`config.mk`:
```
export PLATFORM = sky130hd
export DESIGN_NAME = rvseed_top
export DESIGN_NICKNAME = d
export VERILOG_FILES = /design/src/source/rvseed_pkg.sv /design/src/source/alu.sv /design/src/source/decoder.sv /design/src/source/fetch_unit.sv /design/src/source/reg_file.sv /design/src/source/rvseed_top.sv
export VERILOG_INCLUDE_DIRS = /design/src /design/src/source
export SDC_FILE = /design/constraint.sdc
export NUM_CORES = 2
export LEC_CHECK = 0
export BUFFER_PORTS_ARGS = -buffer_cell sky130_fd_sc_hd__clkbuf_2
export CAP_MARGIN = 20
export CORE_UTILIZATION = 55
export DETAILED_ROUTE_END_ITERATION = 8
export PLACE_DENSITY_LB_ADDON = 0.2
export SLEW_MARGIN = 20
export SYNTH_ARGS = -nofsm -noshare
export SYNTH_HDL_FRONTEND = slang
export SYNTH_SLANG_ARGS = --single-unit
export TNS_END_PERCENT = 10
```
`constraint.sdc`:
```
create_clock -name clk -period 23.3 [get_ports clk]
set_input_delay 1.165 -clock clk [delete_from_list [all_inputs] [get_ports clk]]
set_output_delay 1.165 -clock clk [all_outputs]
set_load 0.1 [all_outputs]
```
`src/source/rvseed_macros.svh`:
```
// rvseed core parameters: widths, reset vector and instruction field codes
`ifndef RVSEED_MACROS_SVH
`define RVSEED_MACROS_SVH

`define CPU_WIDTH        32
`define REG_ADDR_WIDTH   5
`define RESET_PC         32'h0000_0000

// major opcodes, inst[6:0]
`define OPC_LUI          7'b0110111
`define OPC_AUIPC        7'b0010111
`define OPC_JAL          7'b1101111
`define OPC_BRANCH       7'b1100011
`define OPC_OPIMM        7'b0010011
`define OPC_OP           7'b0110011

// funct3 values of the kept instructions
`define F3_ADD           3'b000     // also ADDI, SUB, BEQ
`define F3_BNE           3'b001
`define F3_SLT           3'b010
`define F3_XOR           3'b100
`define F3_OR            3'b110
`define F3_AND           3'b111

`define F7_BASE          7'b0000000
`define F7_SUB           7'b0100000

`endif

```
`src/source/rvseed_pkg.sv`:
```
// rvseed shared types: control encodings, fetch port and retire record
`include "rvseed_macros.svh"

package rvseed_pkg;

    typedef enum logic [3:0] {
        ALU_ADD,
        ALU_SUB,
        ALU_AND,
        ALU_OR,
        ALU_XOR,
        ALU_SLT,
        ALU_PASS_B          // LUI result is the immediate itself
    } alu_op_e;

    typedef enum logic [1:0] {
        SRC_REG_REG,
        SRC_REG_IMM,
        SRC_PC_IMM,
        SRC_ZERO_IMM
    } alu_src_e;

    typedef enum logic [1:0] {
        IMM_I,
        IMM_B,
        IMM_U,
        IMM_J
    } imm_op_e;

    typedef enum logic [1:0] {
        FS_IDLE,
        FS_REQ,
        FS_RELEASE,
        FS_EXEC
    } fetch_state_e;

    typedef struct packed {
        logic                       branch;
        logic                       branch_ne;  // taken when operands differ
        logic                       jump;
        logic                       reg_wen;
        logic [`REG_ADDR_WIDTH-1:0] rd;
        logic [`REG_ADDR_WIDTH-1:0] rs1;
        logic [`REG_ADDR_WIDTH-1:0] rs2;
        alu_op_e                    alu_op;
        alu_src_e                   alu_src;
        logic                       link;       // JAL writes pc+4
    } ctrl_t;

    typedef struct packed {
        logic                       req;
        logic [`CPU_WIDTH-1:0]      addr;
    } imem_req_t;

    typedef struct packed {
        logic                       ack;
        logic [`CPU_WIDTH-1:0]      data;
    } imem_rsp_t;

    typedef struct packed {
        logic                       valid;
        logic [`CPU_WIDTH-1:0]      pc;
        logic [`CPU_WIDTH-1:0]      inst;
        logic [`REG_ADDR_WIDTH-1:0] rd;
        logic                       wen;
        logic [`CPU_WIDTH-1:0]      wdata;
        logic                       unknown;
    } retire_t;

endpackage

```
`src/source/alu.sv`:
```
// alu: operand selection and the integer operations, with zero flag
`timescale 1ns/10ps
`include "rvseed_macros.svh"

module alu (
    input  rvseed_pkg::alu_op_e   alu_op,
    input  rvseed_pkg::alu_src_e  alu_src,
    input  logic [`CPU_WIDTH-1:0] rdata1,
    input  logic [`CPU_WIDTH-1:0] rdata2,
    input  logic [`CPU_WIDTH-1:0] imm,
    input  logic [`CPU_WIDTH-1:0] pc,
    output logic [`CPU_WIDTH-1:0] res,
    output logic                  zero
);
    import rvseed_pkg::*;

    logic [`CPU_WIDTH-1:0] src_a;
    logic [`CPU_WIDTH-1:0] src_b;

    always_comb begin
        case (alu_src)
            SRC_REG_IMM:  {src_a, src_b} = {rdata1, imm};
            SRC_PC_IMM:   {src_a, src_b} = {pc, imm};       // auipc
            SRC_ZERO_IMM: {src_a, src_b} = {{`CPU_WIDTH{1'b0}}, imm};
            default:      {src_a, src_b} = {rdata1, rdata2};
        endcase
    end

    always_comb begin
        case (alu_op)
            ALU_ADD:    res = src_a + src_b;
            ALU_SUB:    res = src_a - src_b;
            ALU_AND:    res = src_a & src_b;
            ALU_OR:     res = src_a | src_b;
            ALU_XOR:    res = src_a ^ src_b;
            ALU_SLT:    res = {{(`CPU_WIDTH-1){1'b0}}, $signed(src_a) < $signed(src_b)};
            ALU_PASS_B: res = src_b;
            default:    res = '0;
        endcase
    end

    assign zero = (res == '0);

endmodule

```
`src/source/decoder.sv`:
```
// instruction decoder: control fields, register addresses and immediate
`timescale 1ns/10ps
`include "rvseed_macros.svh"

module decoder (
    input  logic [`CPU_WIDTH-1:0] inst,
    output rvseed_pkg::ctrl_t     ctrl,
    output logic [`CPU_WIDTH-1:0] imm,
    output logic                  unknown_code
);
    import rvseed_pkg::*;

    logic [6:0] opcode;
    logic [2:0] funct3;
    logic [6:0] funct7;
    imm_op_e    imm_op;

    assign opcode = inst[6:0];
    assign funct3 = inst[14:12];
    assign funct7 = inst[31:25];

    always_comb begin
        ctrl         = '0;
        ctrl.rd      = inst[11:7];
        ctrl.rs1     = inst[19:15];
        ctrl.rs2     = inst[24:20];
        ctrl.alu_op  = ALU_ADD;
        ctrl.alu_src = SRC_REG_REG;
        imm_op       = IMM_I;
        unknown_code = 1'b0;
        case (opcode)
            `OPC_LUI: begin
                ctrl.reg_wen = 1'b1;
                ctrl.alu_op  = ALU_PASS_B;
                ctrl.alu_src = SRC_ZERO_IMM;
                imm_op       = IMM_U;
            end
            `OPC_AUIPC: begin
                ctrl.reg_wen = 1'b1;
                ctrl.alu_src = SRC_PC_IMM;
                imm_op       = IMM_U;
            end
            `OPC_JAL: begin
                ctrl.jump    = 1'b1;
                ctrl.reg_wen = 1'b1;
                ctrl.link    = 1'b1;    // rd gets pc+4, not the alu
                ctrl.alu_src = SRC_PC_IMM;
                imm_op       = IMM_J;
            end
            `OPC_BRANCH: begin
                ctrl.alu_op = ALU_SUB;  // zero flag means rs1 == rs2
                imm_op      = IMM_B;
                case (funct3)
                    `F3_ADD: ctrl.branch = 1'b1;
                    `F3_BNE: begin
                        ctrl.branch    = 1'b1;
                        ctrl.branch_ne = 1'b1;
                    end
                    default: unknown_code = 1'b1;
                endcase
            end
            `OPC_OPIMM: begin
                ctrl.alu_src = SRC_REG_IMM;
                if (funct3 == `F3_ADD) begin
                    ctrl.reg_wen = 1'b1;
                end else begin
                    unknown_code = 1'b1;    // only addi kept
                end
            end
            `OPC_OP: begin
                ctrl.reg_wen = 1'b1;
                case ({funct7, funct3})
                    {`F7_BASE, `F3_ADD}: ctrl.alu_op = ALU_ADD;
                    {`F7_SUB,  `F3_ADD}: ctrl.alu_op = ALU_SUB;
                    {`F7_BASE, `F3_AND}: ctrl.alu_op = ALU_AND;
                    {`F7_BASE, `F3_OR }: ctrl.alu_op = ALU_OR;
                    {`F7_BASE, `F3_XOR}: ctrl.alu_op = ALU_XOR;
                    {`F7_BASE, `F3_SLT}: ctrl.alu_op = ALU_SLT;
                    default: begin
                        ctrl.reg_wen = 1'b0;
                        unknown_code = 1'b1;
                    end
                endcase
            end
            default: unknown_code = 1'b1;
        endcase
    end

    always_comb begin
        case (imm_op)
            IMM_B:   imm = {{19{inst[31]}}, inst[31], inst[7], inst[30:25], inst[11:8], 1'b0};
            IMM_U:   imm = {inst[31:12], 12'b0};
            IMM_J:   imm = {{11{inst[31]}}, inst[31], inst[19:12], inst[20], inst[30:21], 1'b0};
            default: imm = {{20{inst[31]}}, inst[31:20]};
        endcase
    end

endmodule

```
`src/source/fetch_unit.sv`:
```
// fetch unit: pc register, next-pc choice and four-phase instruction fetch
`timescale 1ns/10ps
`include "rvseed_macros.svh"

module fetch_unit (
    input  logic                  clk,
    input  logic                  rst,
    output rvseed_pkg::imem_req_t imem_req,
    input  rvseed_pkg::imem_rsp_t imem_rsp,
    input  rvseed_pkg::ctrl_t     ctrl,
    input  logic [`CPU_WIDTH-1:0] imm,
    input  logic                  zero,
    output logic [`CPU_WIDTH-1:0] inst,
    output logic [`CPU_WIDTH-1:0] pc,
    output logic [`CPU_WIDTH-1:0] pc_plus4,
    output logic                  exec
);
    import rvseed_pkg::*;

    fetch_state_e          state;
    logic [`CPU_WIDTH-1:0] pc_q;
    logic [`CPU_WIDTH-1:0] inst_q;
    logic [`CPU_WIDTH-1:0] next_pc;
    logic                  take;

    assign pc       = pc_q;
    assign pc_plus4 = pc_q + `CPU_WIDTH'd4;
    assign inst     = inst_q;
    assign exec     = (state == FS_EXEC);

    assign imem_req.req  = (state == FS_REQ);
    assign imem_req.addr = pc_q;

    // beq takes on zero, bne on nonzero
    assign take    = ctrl.jump | (ctrl.branch & (zero ^ ctrl.branch_ne));
    assign next_pc = take ? (pc_q + imm) : pc_plus4;

    always_ff @(posedge clk) begin
        if (rst) begin
            state <= FS_IDLE;
            pc_q  <= `RESET_PC;
        end else begin
            case (state)
                FS_IDLE: state <= FS_REQ;
                FS_REQ: begin
                    if (imem_rsp.ack) begin
                        state <= FS_RELEASE;    // req drops next cycle
                    end
                end
                FS_RELEASE: begin
                    if (!imem_rsp.ack) begin
                        state <= FS_EXEC;
                    end
                end
                default: begin
                    pc_q  <= next_pc;
                    state <= FS_REQ;
                end
            endcase
        end
    end

    always_ff @(posedge clk) begin
        if (state == FS_REQ && imem_rsp.ack) begin
            inst_q <= imem_rsp.data;    // first ack-high cycle only
        end
    end

    a_addr_stable: assert property (@(posedge clk) disable iff (rst)
        (imem_req.req && $past(imem_req.req)) |-> $stable(imem_req.addr));

    // a new request waits for the previous ack to go low
    a_req_after_ack: assert property (@(posedge clk) disable iff (rst)
        $rose(imem_req.req) |-> !$past(imem_rsp.ack));

endmodule

```
`src/source/reg_file.sv`:
```
// register file: 32 general registers, two read ports and one write port
`timescale 1ns/10ps
`include "rvseed_macros.svh"

module reg_file (
    input  logic                       clk,
    input  logic                       rst,
    input  logic                       wen,
    input  logic [`REG_ADDR_WIDTH-1:0] waddr,
    input  logic [`CPU_WIDTH-1:0]      wdata,
    input  logic [`REG_ADDR_WIDTH-1:0] raddr1,
    input  logic [`REG_ADDR_WIDTH-1:0] raddr2,
    output logic [`CPU_WIDTH-1:0]      rdata1,
    output logic [`CPU_WIDTH-1:0]      rdata2
);

    logic [`CPU_WIDTH-1:0] regs [1 << `REG_ADDR_WIDTH];

    always_ff @(posedge clk) begin
        if (rst) begin
            for (int i = 0; i < (1 << `REG_ADDR_WIDTH); i++) begin
                regs[i] <= '0;
            end
        end else if (wen && waddr != '0) begin
            regs[waddr] <= wdata;   // x0 stays zero
        end
    end

    assign rdata1 = regs[raddr1];
    assign rdata2 = regs[raddr2];

    // holds across every write since reset
    a_x0_zero: assert property (@(posedge clk) disable iff (rst)
        (raddr1 == '0 |-> rdata1 == '0) and (raddr2 == '0 |-> rdata2 == '0));

endmodule

```
`src/source/rvseed_top.sv`:
```
// rvseed core top: fetch, decode, register file and alu in one execute cycle
`timescale 1ns/10ps
`include "rvseed_macros.svh"

module rvseed_top (
    input  logic                  clk,
    input  logic                  rst,
    output rvseed_pkg::imem_req_t imem_req,
    input  rvseed_pkg::imem_rsp_t imem_rsp,
    output rvseed_pkg::retire_t   retire
);
    import rvseed_pkg::*;

    ctrl_t                 ctrl;
    logic [`CPU_WIDTH-1:0] inst;
    logic [`CPU_WIDTH-1:0] pc;
    logic [`CPU_WIDTH-1:0] pc_plus4;
    logic                  exec;            // one-cycle commit strobe
    logic [`CPU_WIDTH-1:0] imm;
    logic                  unknown_code;
    logic [`CPU_WIDTH-1:0] rdata1;
    logic [`CPU_WIDTH-1:0] rdata2;
    logic [`CPU_WIDTH-1:0] alu_res;
    logic                  zero;
    logic [`CPU_WIDTH-1:0] wb_data;

    assign wb_data = ctrl.link ? pc_plus4 : alu_res;

    fetch_unit u_fetch_unit_0 (
        .clk      ( clk      ),
        .rst      ( rst      ),
        .imem_req ( imem_req ),
        .imem_rsp ( imem_rsp ),
        .ctrl     ( ctrl     ),
        .imm      ( imm      ),
        .zero     ( zero     ),
        .inst     ( inst     ),
        .pc       ( pc       ),
        .pc_plus4 ( pc_plus4 ),
        .exec     ( exec     )
    );

    decoder u_decoder_0 (
        .inst         ( inst         ),
        .ctrl         ( ctrl         ),
        .imm          ( imm          ),
        .unknown_code ( unknown_code )
    );

    reg_file u_reg_file_0 (
        .clk    ( clk                 ),
        .rst    ( rst                 ),
        .wen    ( exec & ctrl.reg_wen ),
        .waddr  ( ctrl.rd             ),
        .wdata  ( wb_data             ),
        .raddr1 ( ctrl.rs1            ),
        .raddr2 ( ctrl.rs2            ),
        .rdata1 ( rdata1              ),
        .rdata2 ( rdata2              )
    );

    alu u_alu_0 (
        .alu_op  ( ctrl.alu_op  ),
        .alu_src ( ctrl.alu_src ),
        .rdata1  ( rdata1       ),
        .rdata2  ( rdata2       ),
        .imm     ( imm          ),
        .pc      ( pc           ),
        .res     ( alu_res      ),
        .zero    ( zero         )
    );

    // writes to x0 are reported as no write
    assign retire = '{
        valid:   exec,
        pc:      pc,
        inst:    inst,
        rd:      ctrl.rd,
        wen:     exec & ctrl.reg_wen & (ctrl.rd != '0),
        wdata:   wb_data,
        unknown: unknown_code
    };

endmodule

```
* Word level (Yosys, flattened, before mapping) *
Memories as Yosys holds them, arrays and structs flattened. A register that Yosys moved wholly into a read port is not among the register bits.
Cells that the tools add are included.

word-level totals
  bits in registers = 66
  bits in writable memories = 1024
  input bits = 35
  output and inout bits = 137
  memories = 1

operators by class
  add/subtract/negate cells = 4
  $lt $le $gt $ge = 1
  equal/unequal tests = 29
  multiplexer cells = 34
  bitwise logic cells = 8
  reduce and logical (&&, ||, !) cells = 17

memory list
  name               depth  width  rd ports  clocked after Yosys merged registers in  wr ports  line            text
  u_reg_file_0.regs  32     32     2         2                                        32        reg_file.sv:17  logic [`CPU_WIDTH-1:0] regs [1 << `REG_ADDR_WIDTH];

operators by type and width
  cell                     count
  $pmux W32 S7             1
  $mux W32                 4
  $pmux W31 S3             1
  $add A32 B32 Y32         2
  $pmux W32 S2             1
  $add A32 B3 Y32 const B  1
  $and A32 B32 Y32         1
  $logic_not A32 Y1        1
  $lt A32 B32 Y1           1
  $or A32 B32 Y32          1
  $reduce_or A32 Y1        1
  $sub A32 B32 Y32         1
  $xor A32 B32 Y32         1
  $eq A10 B3 Y1 const B    3
  $mux W5                  3
  $pmux W3 S5              1
  $eq A7 B5 Y1 const B     2
  $eq A7 B6 Y1 const B     2
  $eq A7 B7 Y1 const B     2
  $mux W1                  14
  $eq A2 B2 Y1 const B     6
  $eq A4 B3 Y1 const B     3
  $pmux W2 S3              2
  $pmux W4 S3              1
  other kinds (25)         37

* Depth between registers and ports, before layout *
  depth in word-level cells = 13
  depth in mapped cells = 32
  mapped depth without buffers = 25

* Modules after synthesis *
A second synthesis with hierarchy kept.

unflattened totals
  cell total of the unflattened synthesis = 6497
  area, all modules = 69754.4 um^2

by module, submodules not included
  module      times used  cells an instance  area an instance (um^2)  seq. area each (um^2)
  reg_file    1           4605               55914.9                  30749.5
  alu         1           1125               7298.2                   0.0
  fetch_unit  1           625                5390.2                   1641.6
  decoder     1           101                726.9                    0.0
  rvseed_top  1           41                 424.2                    0.0

* Least setup slack after synthesis *
OpenSTA, ideal clock, no wires.

  path type = reg-to-output
  start point = register (tool-made name)
  end point = output port retire[31] (netlist bit)
  data arrival time = 6945 ps
  required time = 22135 ps
  slack = 15190 ps
  stages on the path, launching flop included = 26
  buffers on the path = 9
  cell sequence = dfxtp_1 > buf_2 > buf_2 > clkbuf_1 > buf_1 > clkbuf_1 > buf_2 > buf_2 > mux4_2 > a21oi_1 > a31oi_1 > ha_1 > clkbuf_1 > nor3_1 > o21ai_0 > nand2_1 > or3_1 > and3_1 > o21ai_1 > nand2_1 > a2111oi_2 > a211oi_1 > a211oi_2 > a21oi_1 > clkbuf_1 > inv_1

RTL lines
  item              line              text
  end: declaration  rvseed_top.sv:10  output rvseed_pkg::retire_t retire

==> out/qor.yml <==
run_status:
  status: "completed"
timing:
  worst_pin_slew_ns: 1.22
  min_period_ns: 11.96
  rsz0062_at_grt: "false"
  fin_crit_sh: 0.513
  maxSlewViolCount: 0
  final.setup.tns_ns: 0
  fmax_mhz: 83.6
  hold_viol: 0
  relSlewSlack: 0.182
  setup_viol: 0
  skew_ns: 0.0442
synthesis:
  syn_inst: 5102
  yosys-top-cells-count: "nor2_1, edfxtp_1, mux4_2, clkbuf_1, nand2_1"
  synth_ff_type: "edfxtp_1"
  yosysTopAreaCellShare: 0.492
  synth_edf_count: 1056
  yosysMostFrequentCell: "nor2_1"
  syn_area_per_cell_um2: 12.6
  netlist_area_um2: 64500
  yosys.area.top_type: "edfxtp_1"
  async_reset_ff_frac: 0
  ys_warn_count: 0
  seq_area_frac_synth: 0.506
  synth.distinct_cells: 106
  synth-seq-cells: 1100
  synth_area_leaders: "edfxtp_1, mux4_2, nor2_1"
route:
  drtIter0Drc: 8870
  via_count: 49019
  ant_nets: 0
  drcViolationCount: 0
  wl_um: 249000
  drt_first_pass_iters: 8
  vias_per_cell: 7.31
  avgRoutedWirePerCell_um: 37.1
clock_tree:
  clk_pin_slew_ns: 0.06
  clk_path_buf_depth: 3
  hold_buffers: 0
  htree_levels: 3
  insertion_delay_ns: 0.77
  cts-root-buf: "clkbuf_16"
  cts.sinks: 1100
  post_cts_buffers: 0
  cts_resized: 0
  numCtsBuffers: 115
  tritoncts: "built"
grt:
  grt_pass1_wl_um: 347000
  grt_overflow_total: 0
  grt_pass1_vias: 46849
  gr-usage-all-layers: 0.421
  grt_max_degree: 122
  antenna_found_initial: 11
pwr:
  p_leak_nw: 26.7
  power.density_nw_per_um2: 133
  fin_total_pwr_w: 0.00937
  irDropWorstVdd_mv: 0.181
setup_path:
  cp-endpoint: "retire[29]"
  cpMaxStageDelayCell: "dfxtp_4"
  rrSetupSlack_ns: 11.97
  path_class: "register to primary output"
  r2r_end: "u_fetch_unit_0.pc[14]"
  worstPathRequired_ns: 22.14
  max_stage_delay_ns: 0.84
  worstPathCellList: "buf_4, buf_4, buf_4, mux4_2, mux4_2, mux2i_1, nor2_1, a31oi_1, inv_1, ha_1, inv_2, a2111oi_0, o31ai_1, or3_1, and3_1, o21ai_1, nand2_1, a221o_1, o21ai_0, o211ai_1, o21ai_4, inv_1, clkbuf_2"
  reg2reg_depth: 25
  end_kind: "primary output"
  cp_top_family: "buffers and inverters"
  path_buf_inv: 7
  path_max_fanout: 40
  cp.arrival_ns: 10.79
  crit_top_cell: "buf_4"
  cp.depth: 23
  start_kind: "register"
die:
  row_count: 125
  die-area_um2: 119000
  core_um2: 116000
  die_h_um: 344
  die_w_um: 344
  io_pins: 172
  start_util: 0.555
placement:
  place_congestion: 1.06
  hpwl_um: 155000
  io_buffer_count: 171
finish:
  syn2layout_area_growth_pct: 9.64
  drive_gt1_frac: 0.248
  utilization: 0.608
  nets: 5246
worst_hold_path:
  hp-class: "primary input to register"
job:
  drv_cap: 0
## power by group
part / total [W] / leakage [nW] / switching, W / internal, W
Clock: 0.00184 / 1.80 / 0.000829 / 0.00102
Combinational: 0.00515 / 13.7 / 0.00380 / 0.00136
Sequential: 0.00237 / 11.2 / 0.000127 / 0.00225
Total: 0.00937 / 26.7 / 0.00475 / 0.00462
## how the worst min path moves through the flow
stage	from	end	slack, ns	depth (start not counted)
floorplan	u_fetch_unit_0.state[1]	u_fetch_unit_0.state[1]	0.52	2
global placement	u_fetch_unit_0.state[1]	u_fetch_unit_0.state[1]	0.55	2
detailed placement	u_fetch_unit_0.inst[19]	register	0.56	1
CTS	imem_rsp[7]	u_fetch_unit_0.inst[7]	0.55	1
global route	imem_rsp[7]	u_fetch_unit_0.inst[7]	0.56	1
finish	imem_rsp[11]	u_fetch_unit_0.inst[11]	0.57	1
## kinds of logic after synthesis
logic type,Yosys count,share of synthesized area
DFF,1100,0.506
other,1,0.0000582
xor gates and xnor gates,56,0.00761
muxes,754,0.231
buffers and inverters,656,0.0415
AOI/OAI and AO/OA,653,0.0709
adders and majority gates,136,0.0268
and+or+nand+nor,1746,0.117
## state kept, by name, summed over array words and instances (netlist names), named ones only
register	count
u_fetch_unit_0.inst	32
u_fetch_unit_0.state	2
u_reg_file_0.regs	1024
u_fetch_unit_0.pc	32
## cells in the final DEF (no fill, tap or decap), types with 41 or more instances in the layout
master and instances:
nor2_1 1208, edfxtp_1 1056, mux4_2 583, clkbuf_2 170, buf_4 163, nand2_1 155
mux2i_1 141, inv_1 140, ha_1 132, a21oi_1 125, clkbuf_16 116, o21ai_0 76
nand3_1 58, a31oi_1 54, a21o_1 41
## final cells by class
type	count	area, µm²
Fill cell	8933	45500
Sequential cell	1100	32600
Multi-Input combinational cell	3377	29700
Clock buffer	132	2960
Timing Repair Buffer	337	2160
Tap cell	1524	1910
Clock inverter	83	761
Inverter	144	543
Antenna cell	5	12.5
## per-layer routing
metal  vias to the layer above  global-route usage  routed length (µm)
li1                      19240                   -                   -
met1                     24492               0.562               86000
met2                      4417               0.616              109000
met3                       858               0.122               36400
met4                        12               0.245               17200
met5                         -                   0                  78
## worst register-to-register path: stages (launching register included)
cell	delay, ns
dfxtp_4	0.84
buf_4	0.78
buf_4	0.86
buf_4	0.64
mux4_2	0.63
mux4_2	0.50
mux2i_1	0.56
nor2_1	0.09
a31oi_1	0.23
inv_1	0.09
ha_1	0.46
inv_2	0.15
nand2_1	0.08
o31ai_1	1.00
a211oi_1	0.31
a211oi_1	0.33
o221ai_1	0.23
nor4b_1	0.37
nand4b_1	0.21
nor4_2	0.27
nand4_1	0.19
nor4_2	0.64
mux2i_2	0.28
nor2_8	0.89
mux2_1	0.42
a211oi_1	0.22
## per-stage QoR
| step | setup slack [ns] | hold WS, ns | instances | cell area, µm² |
|---|---|---|---|---|
| final | 11.34 | 0.574 | 6702 | 70700 |
| after global routing | 10.65 | 0.562 | 6697 | 70700 |
| after CTS | 11.43 | 0.550 | 6696 | 70600 |
| after detailed placement | 12.26 | 0.563 | 6481 | 66900 |
| after global placement | 12.29 | 0.548 | 6481 | 66900 |
| after floorplan | 15.19 | 0.524 | 5133 | 64600 |
Power figures use the tool's default switching activity.
